File: src/verilog/stack_isa_pkg.sv
package stack_isa_pkg;

	localparam int opcode_w = 6; // Fixed by the 64-entry opcode table

	// Opcode map, in the order the assembler emits them
	typedef enum logic [opcode_w-1:0] {
		LOAD   = 6'd0,  // Load accumulator from memory
		PLD,            // Push then load
		SET,            // Store accumulator to memory
		SETP,           // Store and pop, used for call parameters
		PUSH,
		JZ,             // Branches are resolved in prefetch
		JMP,
		CALL,
		RETURN,
		SRF,            // Set register file
		IN,             // Data input
		OUT,            // Data output
		NEG,            // Two's complement of accumulator
		ADD,
		SADD,
		MLT,
		SMLT,
		DIV,
		SDIV,
		MOD,
		SMOD,
		AND,
		SAND,
		LAND,
		SLAND,
		OR,
		SOR,
		LOR,
		SLOR,
		XOR,
		SXOR,
		INV,            // Bitwise invert of accumulator
		LINV,           // Logical invert, unary so no stack form
		EQU,
		SEQU,
		GRE,
		SGRE,
		LES,
		SLES,
		SHR,
		SSHR,
		SHL,
		SSHL,
		SRS,            // Arithmetic shift right
		SSRS,
		PST,            // Accumulator or zero if negative
		SSIGN,
		NORM,           // Divide accumulator by a constant
		FIA,            // Float to int on accumulator
		ABS,
		ILDI,           // Indirect load with inverted bits
		SIGN,
		LDI,            // Indirect load, offset in accumulator
		ISRF,           // SRF with inverted bits
		FIM,
		PFIM,
		IFA,            // Int to float on accumulator
		IFM,
		PIFM,
		NEGM,
		PNEGM,
		FNEG,
		FNEGM,
		PFNEGM = 6'd63
	} opcode_t;

	// Operation select seen by the ALU
	typedef enum logic [4:0] {
		ALU_PASS_A = 5'd0,
		ALU_LOAD   = 5'd1,
		ALU_ADD    = 5'd2,
		ALU_MLT    = 5'd3,
		ALU_DIV    = 5'd4,
		ALU_MOD    = 5'd5,
		ALU_NEG    = 5'd6,
		ALU_NORM   = 5'd7,
		ALU_ABS    = 5'd8,
		ALU_PST    = 5'd9,
		ALU_SIGN   = 5'd10,
		ALU_OR     = 5'd11,
		ALU_AND    = 5'd12,
		ALU_INV    = 5'd13,
		ALU_XOR    = 5'd14,
		ALU_LES    = 5'd15,
		ALU_GRE    = 5'd16,
		ALU_EQU    = 5'd17,
		ALU_LINV   = 5'd18,
		ALU_LAND   = 5'd19,
		ALU_LOR    = 5'd20,
		ALU_SHL    = 5'd21,
		ALU_SHR    = 5'd22,
		ALU_SRS    = 5'd23,
		ALU_FIA    = 5'd24,
		ALU_FIM    = 5'd25,
		ALU_IFA    = 5'd26,
		ALU_IFM    = 5'd27,
		ALU_NEGM   = 5'd28,
		ALU_FNEG   = 5'd29,
		ALU_FNEGM  = 5'd30
	} alu_op_t;

endpackage

File: src/verilog/mem_stack_ctrl.sv
module mem_stack_ctrl (
	input  stack_isa_pkg::opcode_t opcode,
	output logic                   mem_wr,
	output logic                   dsp_push,
	output logic                   dsp_pop,
	output logic                   ldi,
	output logic                   inv_load
);

	import stack_isa_pkg::*;

	// Side effects act in the fetch cycle, so this stays combinational
	always_comb begin
		mem_wr   = 1'b0;
		dsp_push = 1'b0;
		dsp_pop  = 1'b0;
		ldi      = 1'b0;
		inv_load = 1'b0;
		case (opcode)
			PLD,
			PUSH,
			PFIM,
			PIFM,
			PNEGM,
			PFNEGM: begin // Push-prefixed forms save the accumulator first
				mem_wr   = 1'b1;
				dsp_push = 1'b1;
			end
			SET: begin
				mem_wr = 1'b1;
			end
			SETP: begin
				mem_wr  = 1'b1;
				dsp_pop = 1'b1;
			end
			SRF,
			OUT,
			ISRF,
			SADD,   // Second operand comes off the stack
			SMLT,
			SDIV,
			SMOD,
			SAND,
			SLAND,
			SOR,
			SLOR,
			SXOR,
			LINV,
			SEQU,
			SGRE,
			SLES,
			SSHR,
			SSHL,
			SSRS,
			SSIGN: begin
				dsp_pop = 1'b1;
			end
			ILDI: begin
				ldi      = 1'b1;
				inv_load = 1'b1; // Address bits flipped on the load side
			end
			LDI: begin
				ldi = 1'b1;
			end
			LOAD,
			JZ,
			JMP,
			CALL,
			RETURN,
			IN,
			NEG,
			ADD,
			MLT,
			DIV,
			MOD,
			AND,
			LAND,
			OR,
			LOR,
			XOR,
			INV,
			EQU,
			GRE,
			LES,
			SHR,
			SHL,
			SRS,
			PST,
			NORM,
			FIA,
			ABS,
			SIGN,
			FIM,
			IFA,
			IFM,
			NEGM,
			FNEG,
			FNEGM: begin
				mem_wr = 1'b0; // Accumulator and memory operand only
			end
		endcase
	end

endmodule

File: src/verilog/alu_op_decode.sv
module alu_op_decode (
	input                          clk,
	input                          rst,
	input  stack_isa_pkg::opcode_t opcode,
	output stack_isa_pkg::alu_op_t ula_op,
	output logic                   srf,
	output logic                   inv_reg,
	output logic                   req_in,
	output logic                   out_en
);

	import stack_isa_pkg::*;

	alu_op_t op_nxt;
	logic    srf_nxt;
	logic    inv_nxt;
	logic    req_nxt;
	logic    out_nxt;

	// One entry per opcode, the ALU sees the result one cycle after fetch
	always_comb begin
		op_nxt  = ALU_PASS_A;
		srf_nxt = 1'b0;
		inv_nxt = 1'b0;
		req_nxt = 1'b0;
		out_nxt = 1'b0;
		case (opcode)
			LOAD   : op_nxt = ALU_LOAD;
			PLD    : op_nxt = ALU_LOAD;
			SET    : op_nxt = ALU_PASS_A;
			SETP   : op_nxt = ALU_LOAD;
			PUSH   : op_nxt = ALU_PASS_A;
			JZ     : op_nxt = ALU_PASS_A;
			JMP    : op_nxt = ALU_PASS_A;
			CALL   : op_nxt = ALU_PASS_A;
			RETURN : op_nxt = ALU_PASS_A;
			SRF: begin
				op_nxt  = ALU_PASS_A;
				srf_nxt = 1'b1;
			end
			IN: begin
				op_nxt  = ALU_LOAD; // Input word goes through the load path
				req_nxt = 1'b1;
			end
			OUT: begin
				op_nxt  = ALU_PASS_A;
				out_nxt = 1'b1;
			end
			NEG    : op_nxt = ALU_NEG;
			ADD    : op_nxt = ALU_ADD;
			SADD   : op_nxt = ALU_ADD;
			MLT    : op_nxt = ALU_MLT;
			SMLT   : op_nxt = ALU_MLT;
			DIV    : op_nxt = ALU_DIV;
			SDIV   : op_nxt = ALU_DIV;
			MOD    : op_nxt = ALU_MOD;
			SMOD   : op_nxt = ALU_MOD;
			AND    : op_nxt = ALU_AND;
			SAND   : op_nxt = ALU_AND;
			LAND   : op_nxt = ALU_LAND;
			SLAND  : op_nxt = ALU_LAND;
			OR     : op_nxt = ALU_OR;
			SOR    : op_nxt = ALU_OR;
			LOR    : op_nxt = ALU_LOR;
			SLOR   : op_nxt = ALU_LOR;
			XOR    : op_nxt = ALU_XOR;
			SXOR   : op_nxt = ALU_XOR;
			INV    : op_nxt = ALU_INV;
			LINV   : op_nxt = ALU_LINV;
			EQU    : op_nxt = ALU_EQU;
			SEQU   : op_nxt = ALU_EQU;
			GRE    : op_nxt = ALU_GRE;
			SGRE   : op_nxt = ALU_GRE;
			LES    : op_nxt = ALU_LES;
			SLES   : op_nxt = ALU_LES;
			SHR    : op_nxt = ALU_SHR;
			SSHR   : op_nxt = ALU_SHR;
			SHL    : op_nxt = ALU_SHL;
			SSHL   : op_nxt = ALU_SHL;
			SRS    : op_nxt = ALU_SRS;
			SSRS   : op_nxt = ALU_SRS;
			PST    : op_nxt = ALU_PST;
			SSIGN  : op_nxt = ALU_SIGN;  // Same unit as SIGN
			NORM   : op_nxt = ALU_NORM;
			FIA    : op_nxt = ALU_FIA;
			ABS    : op_nxt = ALU_ABS;
			ILDI   : op_nxt = ALU_LOAD;
			SIGN   : op_nxt = ALU_SIGN;
			LDI    : op_nxt = ALU_LOAD;
			ISRF: begin
				op_nxt  = ALU_PASS_A;
				srf_nxt = 1'b1;
				inv_nxt = 1'b1; // Register side of the inversion flag
			end
			FIM    : op_nxt = ALU_FIM;
			PFIM   : op_nxt = ALU_FIM;
			IFA    : op_nxt = ALU_IFA;
			IFM    : op_nxt = ALU_IFM;
			PIFM   : op_nxt = ALU_IFM;
			NEGM   : op_nxt = ALU_NEGM;
			PNEGM  : op_nxt = ALU_NEGM;
			FNEG   : op_nxt = ALU_FNEG;
			FNEGM  : op_nxt = ALU_FNEGM;
			PFNEGM : op_nxt = ALU_FNEGM;
		endcase
	end

	always_ff @(posedge clk or posedge rst) begin
		if (rst) begin
			ula_op  <= ALU_PASS_A;
			srf     <= 1'b0;
			inv_reg <= 1'b0;
			req_in  <= 1'b0;
			out_en  <= 1'b0;
		end else begin
			ula_op  <= op_nxt;
			srf     <= srf_nxt;
			inv_reg <= inv_nxt;
			req_in  <= req_nxt;
			out_en  <= out_nxt;
		end
	end

endmodule

File: src/verilog/instr_dec.sv
module instr_dec #(
	parameter int NBDATA = 32, // Data word width
	parameter int NBOPER = 9,  // Operand field width
	parameter int MDATAW = 8   // Data memory address width
) (
	input                          clk,
	input                          rst,
	input  stack_isa_pkg::opcode_t opcode,
	input  logic [NBOPER-1:0]      operand,
	input  logic [NBDATA-1:0]      mem_data_in,
	input  logic [NBDATA-1:0]      io_in,
	output stack_isa_pkg::alu_op_t ula_op,
	output logic [NBDATA-1:0]      ula_data,
	output logic [MDATAW-1:0]      mem_addr,
	output logic                   mem_wr,
	output logic                   dsp_push,
	output logic                   dsp_pop,
	output logic                   ldi,
	output logic                   srf,
	output logic                   inv,
	output logic                   req_in,
	output logic                   out_en
);

	logic inv_reg;  // From ISRF, one cycle late
	logic inv_load; // From ILDI, same cycle

	alu_op_decode i_alu_op_decode (
		.clk     (clk),
		.rst     (rst),
		.opcode  (opcode),
		.ula_op  (ula_op),
		.srf     (srf),
		.inv_reg (inv_reg),
		.req_in  (req_in),
		.out_en  (out_en)
	);

	mem_stack_ctrl i_mem_stack_ctrl (
		.opcode   (opcode),
		.mem_wr   (mem_wr),
		.dsp_push (dsp_push),
		.dsp_pop  (dsp_pop),
		.ldi      (ldi),
		.inv_load (inv_load)
	);

	// Either half can request inverted bits
	assign inv = inv_reg | inv_load;

	// Registered req_in steers the input port into the ALU during execute
	assign ula_data = req_in ? io_in : mem_data_in;

	assign mem_addr = operand[MDATAW-1:0]; // Direct address from the operand field

endmodule

File: config.mk
export PLATFORM = sky130hd
export DESIGN_NAME = instr_dec
export DESIGN_NICKNAME = d
export VERILOG_FILES = /design/src/verilog/stack_isa_pkg.sv /design/src/verilog/mem_stack_ctrl.sv /design/src/verilog/alu_op_decode.sv /design/src/verilog/instr_dec.sv
export SDC_FILE = /design/constraint.sdc
export NUM_CORES = 1
export LEC_CHECK = 0
export BUFFER_PORTS_ARGS = -buffer_cell sky130_fd_sc_hd__buf_2
export CORE_ASPECT_RATIO = 2
export CORE_UTILIZATION = 40
export DETAILED_ROUTE_END_ITERATION = 6
export PLACE_DENSITY = 0.85
export SYNTH_ARGS = -nofsm -noshare
export SYNTH_HDL_FRONTEND = slang
export SYNTH_SLANG_ARGS = --single-unit
File: constraint.sdc
create_clock -name clk -period 2.3 [get_ports clk]
set_input_delay 0.46 -clock clk [delete_from_list [all_inputs] [get_ports clk]]
set_output_delay 0.46 -clock clk [all_outputs]
set_load 0.05 [all_outputs]
* Word-level counts from Yosys, hierarchy flattened
Cells that the tools add are included. Widths: inputs -> output; s select.
Word-level totals: register bits after elaboration 9, input port bits 81, output and inout port bits 53, word-level logic and storage cells 108
Operators by class: eq/ne operators 63, multiplexer cells 11, bitwise gates (word level) 1, reduce and logical (&&, ||, !) cells 28
Operators with widths (number):
- $eq 6x6->1 const B | 32
- $pmux 5 s31 | 1
- $eq 6x5->1 const B | 16
- $eq 6x4->1 const B | 8
- $reduce_or 2->1 | 22
- $mux 32 | 1
- $eq 6x3->1 const B | 4
- $reduce_or 21->1 | 1
- $eq 6x2->1 const B | 2
- $reduce_or 6->1 | 2
- $mux 1 | 9
- $reduce_or 9->1 | 1
- $reduce_or 8->1 | 1
- $eq 6x1->1 const B | 1
- $logic_not 6->1 | 1
- $or 1x1->1 | 1

* Logic depth before layout (Yosys ltp)
Gate-level depths: netlist of run 1.
depth in word-level cells 3, mapped depth 6, mapped depth without buffers 4

* Modules after synthesis
A second synthesis of run 1 with hierarchy kept.
Second synthesis, totals: cells, all modules 181, area, all modules 1629.1 µm²
By module, submodules not included:
- alu_op_decode | instances 1, cells an instance 96, area each 763.2 µm², sequential area each 225.2 µm²
- instr_dec | instances 1, cells an instance 45, area each 610.6 µm², sequential area each 0.0 µm²
- mem_stack_ctrl | instances 1, cells an instance 40, area each 255.2 µm², sequential area each 0.0 µm²

* Worst setup path after synthesis of run 1
Ideal clock, no wire load.
kind input to output, from in opcode[3], to out dsp_push, data arrival time 2091 ps, required time 1840 ps, setup slack -251 ps, cell stages on the path 5, path buffers 2, cell sequence buf_6 > buf_4 > nor4_1 > a21oi_1 > o21ai_0
On the way: cells in the longest elaborated chain, start to end 3, elaborated cells on any way between the ends 8, those cells by class 6 x eq/ne; 1 x mux; 1 x reduce/logical
RTL lines:
- start: declaration | RTL line instr_dec.sv:8 | input stack_isa_pkg::opcode_t opcode,
- $eq 6x1->1 (tied with other cells) | RTL line mem_stack_ctrl.sv:19 | case (opcode)
- $reduce_or 6->1 (*)
- $mux 1 (*) | RTL line mem_stack_ctrl.sv:19
- end: declaration | RTL line instr_dec.sv:16 | output logic dsp_push,
Mark *: on every way between the ends. The rest lies on a longest branch, timed or not.

* Final worst setup path of run 1
from in opcode[2], to out dsp_push
Same word-level chain as after synthesis.

==> implementation parameters, run 1 <==
Parameter                              Value

Floorplanning
  Boundary pin count    134
  Standard-cell rows    29
  Die Wd    43.4 µm
  Floorplan Core Area    3230 µm²
  DIE AREA    3670 µm²
  Die height    84.7 µm
  Effective utilization at floorplan    42.4%

Cells and area
  Register name with the most flops    i_alu_op_decode.ula_op
  Flip-flop and latch area    225 µm²
  Total inserted antenna cells    0
  Filler Cells Inserted    288
  Share of the core filled with cells    61.8%
  Post-route cell area    1990 µm²
  Non-Filler Instances    301
  Max FFs per register    5
  Share of layout cells above drive strength 1    64.1%
  Footprint of the multi-input gates    972 µm²
  Final-stage net count    352
  Layout area overhead    45.7%

Synthesis
  Synth Cell Area    1370 µm²
  Register bit count reported by yosys    9
  Synth Warn #    0
  Post-synthesis net count    243
  Async set or reset register ratio after synthesis    100%
  Average instance area after synthesis    8.45 µm²
  Synth top area share    25.5%
  Biggest area consumer among synthesized cells    sky130_fd_sc_hd__mux2_2
  Sequential area share after synthesis    16.5%
  Post-synth top cells    31 x sky130_fd_sc_hd__mux2_2, 13 x sky130_fd_sc_hd__a21oi_1, 12 x sky130_fd_sc_hd__buf_4
  Cells taking the most area after synthesis    sky130_fd_sc_hd__mux2_2 26%, sky130_fd_sc_hd__dfrtp_1 16%, sky130_fd_sc_hd__buf_4 6.6%
  Most frequently used flop master after synthesis    sky130_fd_sc_hd__dfrtp_1
  Number of instances in the synthesized netlist    162
  Post-synth EDFFs    0
  Top-count cell post-synth    sky130_fd_sc_hd__mux2_2
  Number of different library cells in the post-synthesis netlist    51

Setup path
  Start-to-end type of the worst setup path    input pin to primary output
  Critical-path cell list    buf_2, buf_4, xnor2_1, nor4_1, a21oi_1, o21ai_1, buf_2
  Crit-path most repeated cell    sky130_fd_sc_hd__buf_2
  Crit path max fanout    13
  Number of logic stages on the critical path including buffering    7
  Signal arrival time at the worst endpoint    1.72 ns
  CP startpoint kind    input pin
  Cell with the biggest individual delay on the critical path    sky130_fd_sc_hd__buf_2
  Data required time at the worst endpoint    1.84 ns
  Max incr delay on CP    0.29 ns
  Critical path endpoint category    primary output
  Category of cells accounting for the largest share of critical-path delay    buffers and inverters
  Number of buffer and inverter instances along the worst setup path    3

Placed design
  Placed Instance Area    1950 µm²
  Placed Instances    297
  Port Buffers    116
  Detail Placement HPWL    4220 µm
  Weighted congestion reported at the end of routability-driven placement    0.934

Status
  Violations in the final reports    DRC
  Outcome    finished, violations left

CTS
  Maximum buffer depth of the clock tree    2
  Number of hold buffers added after CTS    0
  Root buf cell    sky130_fd_sc_hd__clkbuf_8
  H-tree levels    1
  Clock tree from TritonCTS    yes
  Post-cts sizing count    0
  Clock buffer count from CTS    3
  Clock slew at the register clock pins of the worst setup and hold paths    0.05 ns
  Number of sinks driven by the clock tree    9
  Post-CTS setup repair buffer count    0

Timing
  Final-report max-slew violation count    0
  Upper clock frequency limit    459 MHz
  Final setup violating endpoints    0
  Setup repair after global routing missed its margin    no
  Number of hold violations in the final report    0
  Actual transition at the worst max-transition pin    0.438 ns
  Setup TNS    0 ns
  Shortest period the worst path allows    2.18 ns
  Final clock period utilization by the worst path    94.6%
  Worst rel slew slack    70.7%

Global routing
  Maximum number of pins on one net before global-route repair    30
  Total global-route track usage    27.4%
  Wire length of the first global-routing pass    7530 µm
  Initial antenna violation count    1
  Final global-route overflow total    0
  Vias in the first global route    1,575

Routing
  Pre-Repair DR Iteration Count    7
  Mean routed wirelength per cell    17.3 µm
  Post-route DRC violation count    29
  Post-detailed-route count of antenna-violating nets    0
  Count of vias placed by the detailed router    1,723
  Per-cell via count in the routed design    5.72
  Iter 0 DRT Violations    93
  Wire length reported by the detailed router    5190 µm

Pwr
  Pwr Density    416 nW/µm²
  LEAKAGE    1.01 nW
  Tot Pwr    829 µW
  Largest voltage drop on the vdd net    383 µV

Hold path
  Worst hold-check path type    input pin to async pin

Flow run
  Max-capacitance violation count    0
[layer usage]
metal	wire (µm)	GRT usage (%)
met5	0	0
met2	2510	47.9
met3	900	17.6
met4	129	9.38
met1	1660	24.3
[where the power goes]
part,switching [mW],total [mW],internal [mW]
logic,0.307,0.464,0.157
clock network,0.0708,0.192,0.121
registers,0.00347,0.173,0.170
[layout by cell type (no fill, tap or decap), types with 3 or more instances in the layout]
cell type / count
sky130_fd_sc_hd__nand2_1: 9
sky130_fd_sc_hd__nor2_1: 8
sky130_fd_sc_hd__mux2_2: 31
sky130_fd_sc_hd__a21oi_1: 13
sky130_fd_sc_hd__nand3_1: 3
sky130_fd_sc_hd__clkbuf_8: 3
sky130_fd_sc_hd__dfrtp_1: 9
sky130_fd_sc_hd__inv_1: 4
sky130_fd_sc_hd__buf_2: 116
sky130_fd_sc_hd__nand2b_1: 4
sky130_fd_sc_hd__o21ai_0: 4
sky130_fd_sc_hd__o21ai_1: 3
sky130_fd_sc_hd__buf_4: 13
[final cells by class]
class	count	share of cell area, %
repair buffers	130	35.0
flip-flops and latches	9	11.3
multi-input cells	123	48.7
well taps	31	1.94
inverters	4	0.753
clock buffers	4	2.26
[per-stage QoR]
stage / worst slack [ns] / hold slack (ns)
after floorplan: 0.121 / 0.288
after global placement: 0.257 / 0.430
after detailed placement: 0.184 / 0.444
after CTS: 0.158 / 0.184
after global routing: 0.0563 / 0.214
final: 0.123 / 0.175
[how the worst max path moves through the flow]
| stage | from | endpoint | slack [ns] |
|---|---|---|---|
| after detailed placement | opcode[2] | dsp_push | 0.18 |
| after global placement | opcode[2] | dsp_push | 0.26 |
| after global routing | opcode[2] | dsp_push | 0.06 |
| after floorplan | opcode[3] | dsp_push | 0.12 |
| after CTS | opcode[2] | dsp_push | 0.16 |
| final | opcode[2] | dsp_push | 0.12 |
[logic make-up (layout without fill, tap and decap cells)]
family	count (synthesis)	count (layout)	synth area share (%)
AND/OR/NAND/NOR	39	39	15.5
XOR/XNOR	2	2	1.28
multiplexers	34	34	27.9
flip-flops	9	9	16.5
buffers and inverters	30	138	12.9
AO/OA/AOI/OAI	48	48	26.0
Power figures use the tool's default switching activity.
==> run 2, diff against run 1 <==
Settings changed: ABC_CLOCK_PERIOD_IN_PS set to 2100, CORE_UTILIZATION 40 to 37, PLACE_DENSITY 0.85 to 0.79.
Clock period 2.3 ns to 2.1 ns, I/O delays scaled along.
==> implementation parameters, run 2 (same netlist as run 1, synthesis figures left out) <==
Parameter                              Value

Timing
  Final setup violating endpoints    0
  Upper clock frequency limit    499 MHz
  Worst rel slew slack    74.3%
  Setup TNS    0 ns
  Shortest period the worst path allows    2.00 ns
  Final-report max-slew violation count    0
  Setup repair after global routing missed its margin    no
  Number of hold violations in the final report    0
  Actual transition at the worst max-transition pin    0.385 ns
  Final clock period utilization by the worst path    95.4%

CTS
  Post-CTS setup repair buffer count    0
  Number of sinks driven by the clock tree    9
  Maximum buffer depth of the clock tree    2
  Root buf cell    sky130_fd_sc_hd__clkbuf_8
  Clock slew at the register clock pins of the worst setup and hold paths    0.05 ns
  Clock tree from TritonCTS    yes
  H-tree levels    1
  Number of hold buffers added after CTS    0
  Clock buffer count from CTS    3
  Post-cts sizing count    0

Pwr
  Largest voltage drop on the vdd net    368 µV
  Pwr Density    444 nW/µm²
  Tot Pwr    916 µW
  LEAKAGE    1.04 nW

Floorplanning
  Boundary pin count    134
  Die Wd    45.0 µm
  Floorplan Core Area    3450 µm²
  Effective utilization at floorplan    39.6%
  Standard-cell rows    30
  Die height    88.0 µm
  DIE AREA    3960 µm²

Cells and area
  Layout area overhead    50.5%
  Most common cell after layout, fill and taps aside    sky130_fd_sc_hd__buf_2
  Post-route cell area    2060 µm²
  Non-Filler Instances    324
  Share of layout cells above drive strength 1    64.9%
  Final-stage net count    358
  Register name with the most flops    i_alu_op_decode.ula_op
  Max FFs per register    5
  Total inserted antenna cells    0
  Commonest cells after routing, fill and taps aside    116 x sky130_fd_sc_hd__buf_2, 31 x sky130_fd_sc_hd__mux2_2, 19 x sky130_fd_sc_hd__buf_4, 13 x sky130_fd_sc_hd__a21oi_1
  Share of the core filled with cells    59.7%

Placed design
  Placed Instance Area    2020 µm²
  Weighted congestion reported at the end of routability-driven placement    0.902
  Detail Placement HPWL    4290 µm
  Port Buffers    116
  Placed Instances    320

Routing
  Post-route DRC violation count    0
  Pre-Repair DR Iteration Count    4
  Mean routed wirelength per cell    16.0 µm
  Iter 0 DRT Violations    29
  Count of vias placed by the detailed router    1,755
  Wire length reported by the detailed router    5190 µm
  Post-detailed-route count of antenna-violating nets    0
  Per-cell via count in the routed design    5.42

Setup path
  Data required time at the worst endpoint    1.68 ns
  Start-to-end type of the worst setup path    input pin to primary output
  Cell with the biggest individual delay on the critical path    sky130_fd_sc_hd__nor3b_2
  Critical-path cell list    buf_2, nor3b_2, nand3_1, o211ai_1, o31a_1, buf_2
  Max incr delay on CP    0.30 ns
  Number of buffer and inverter instances along the worst setup path    2
  Category of cells accounting for the largest share of critical-path delay    buffers and inverters
  Signal arrival time at the worst endpoint    1.58 ns
  Critical path endpoint category    primary output
  CP startpoint kind    input pin
  Crit path max fanout    12
  Crit-path most repeated cell    sky130_fd_sc_hd__buf_2

Global routing
  Wire length of the first global-routing pass    7410 µm
  Total global-route track usage    25.8%
  Met1 track demand over resource    21.8%
  Global-route track usage on met3    13.2%
  Vias in the first global route    1,656
  Initial antenna violation count    0
  Maximum number of pins on one net before global-route repair    33
  Final global-route overflow total    0
  Global-route layer with the greatest usage    met2
  Met2 Resource Use GR    48.6%

Hold path
  Worst hold-check path type    input pin to async pin

Status
  Outcome    finished, final reports clean

Flow run
  Max-capacitance violation count    0
[run 2: cell types whose count changed in the layout (fill, tap and decap cells not counted), sizes merged]
cell  previous run  this run
buf            130       136
[run 2: through the flow]
step,hold WS (ns),setup WS (ns)
3_3_place_gp,0.405,0.120
5_1_grt,0.180,0.0189
6_report,0.148,0.0964
2_1_floorplan,0.248,0.000960
3_5_place_dp,0.408,0.108
4_1_cts,0.158,0.0939
[run 2: cell type report]
class                           count  area (µm²)
Fill cell                         350        1390
Multi-Input combinational cell    123         972
Timing Repair Buffer              136         743
Sequential cell                     9         225
Tap cell                           48        60.1
Clock buffer                        4        45.0
Inverter                            4        15.0
[run 2: final timing paths]
path                       startpoint                        end  depth (start not counted)
max in group asynchronous         rst     i_alu_op_decode.out_en                          2
min in group clk            opcode[0]     i_alu_op_decode.req_in                          2
hold / removal                    rst  i_alu_op_decode.ula_op[2]                          2
setup / recovery            opcode[2]                    dsp_pop                          6
[run 2: report_power, final]
part	switching (mW)	internal [mW]	leakage [nW]
combinational	0.338	0.179	0.903
sequential	0.00342	0.186	0.116
clock	0.0766	0.133	0.0228
total	0.418	0.498	1.04
[run 2: routing by layer]
layer  up-vias  share of wire [%]
met3        15                 14
li1        828                  -
met5         -                  0
met2       110                 53
met4         0                2.3
met1       802                 31
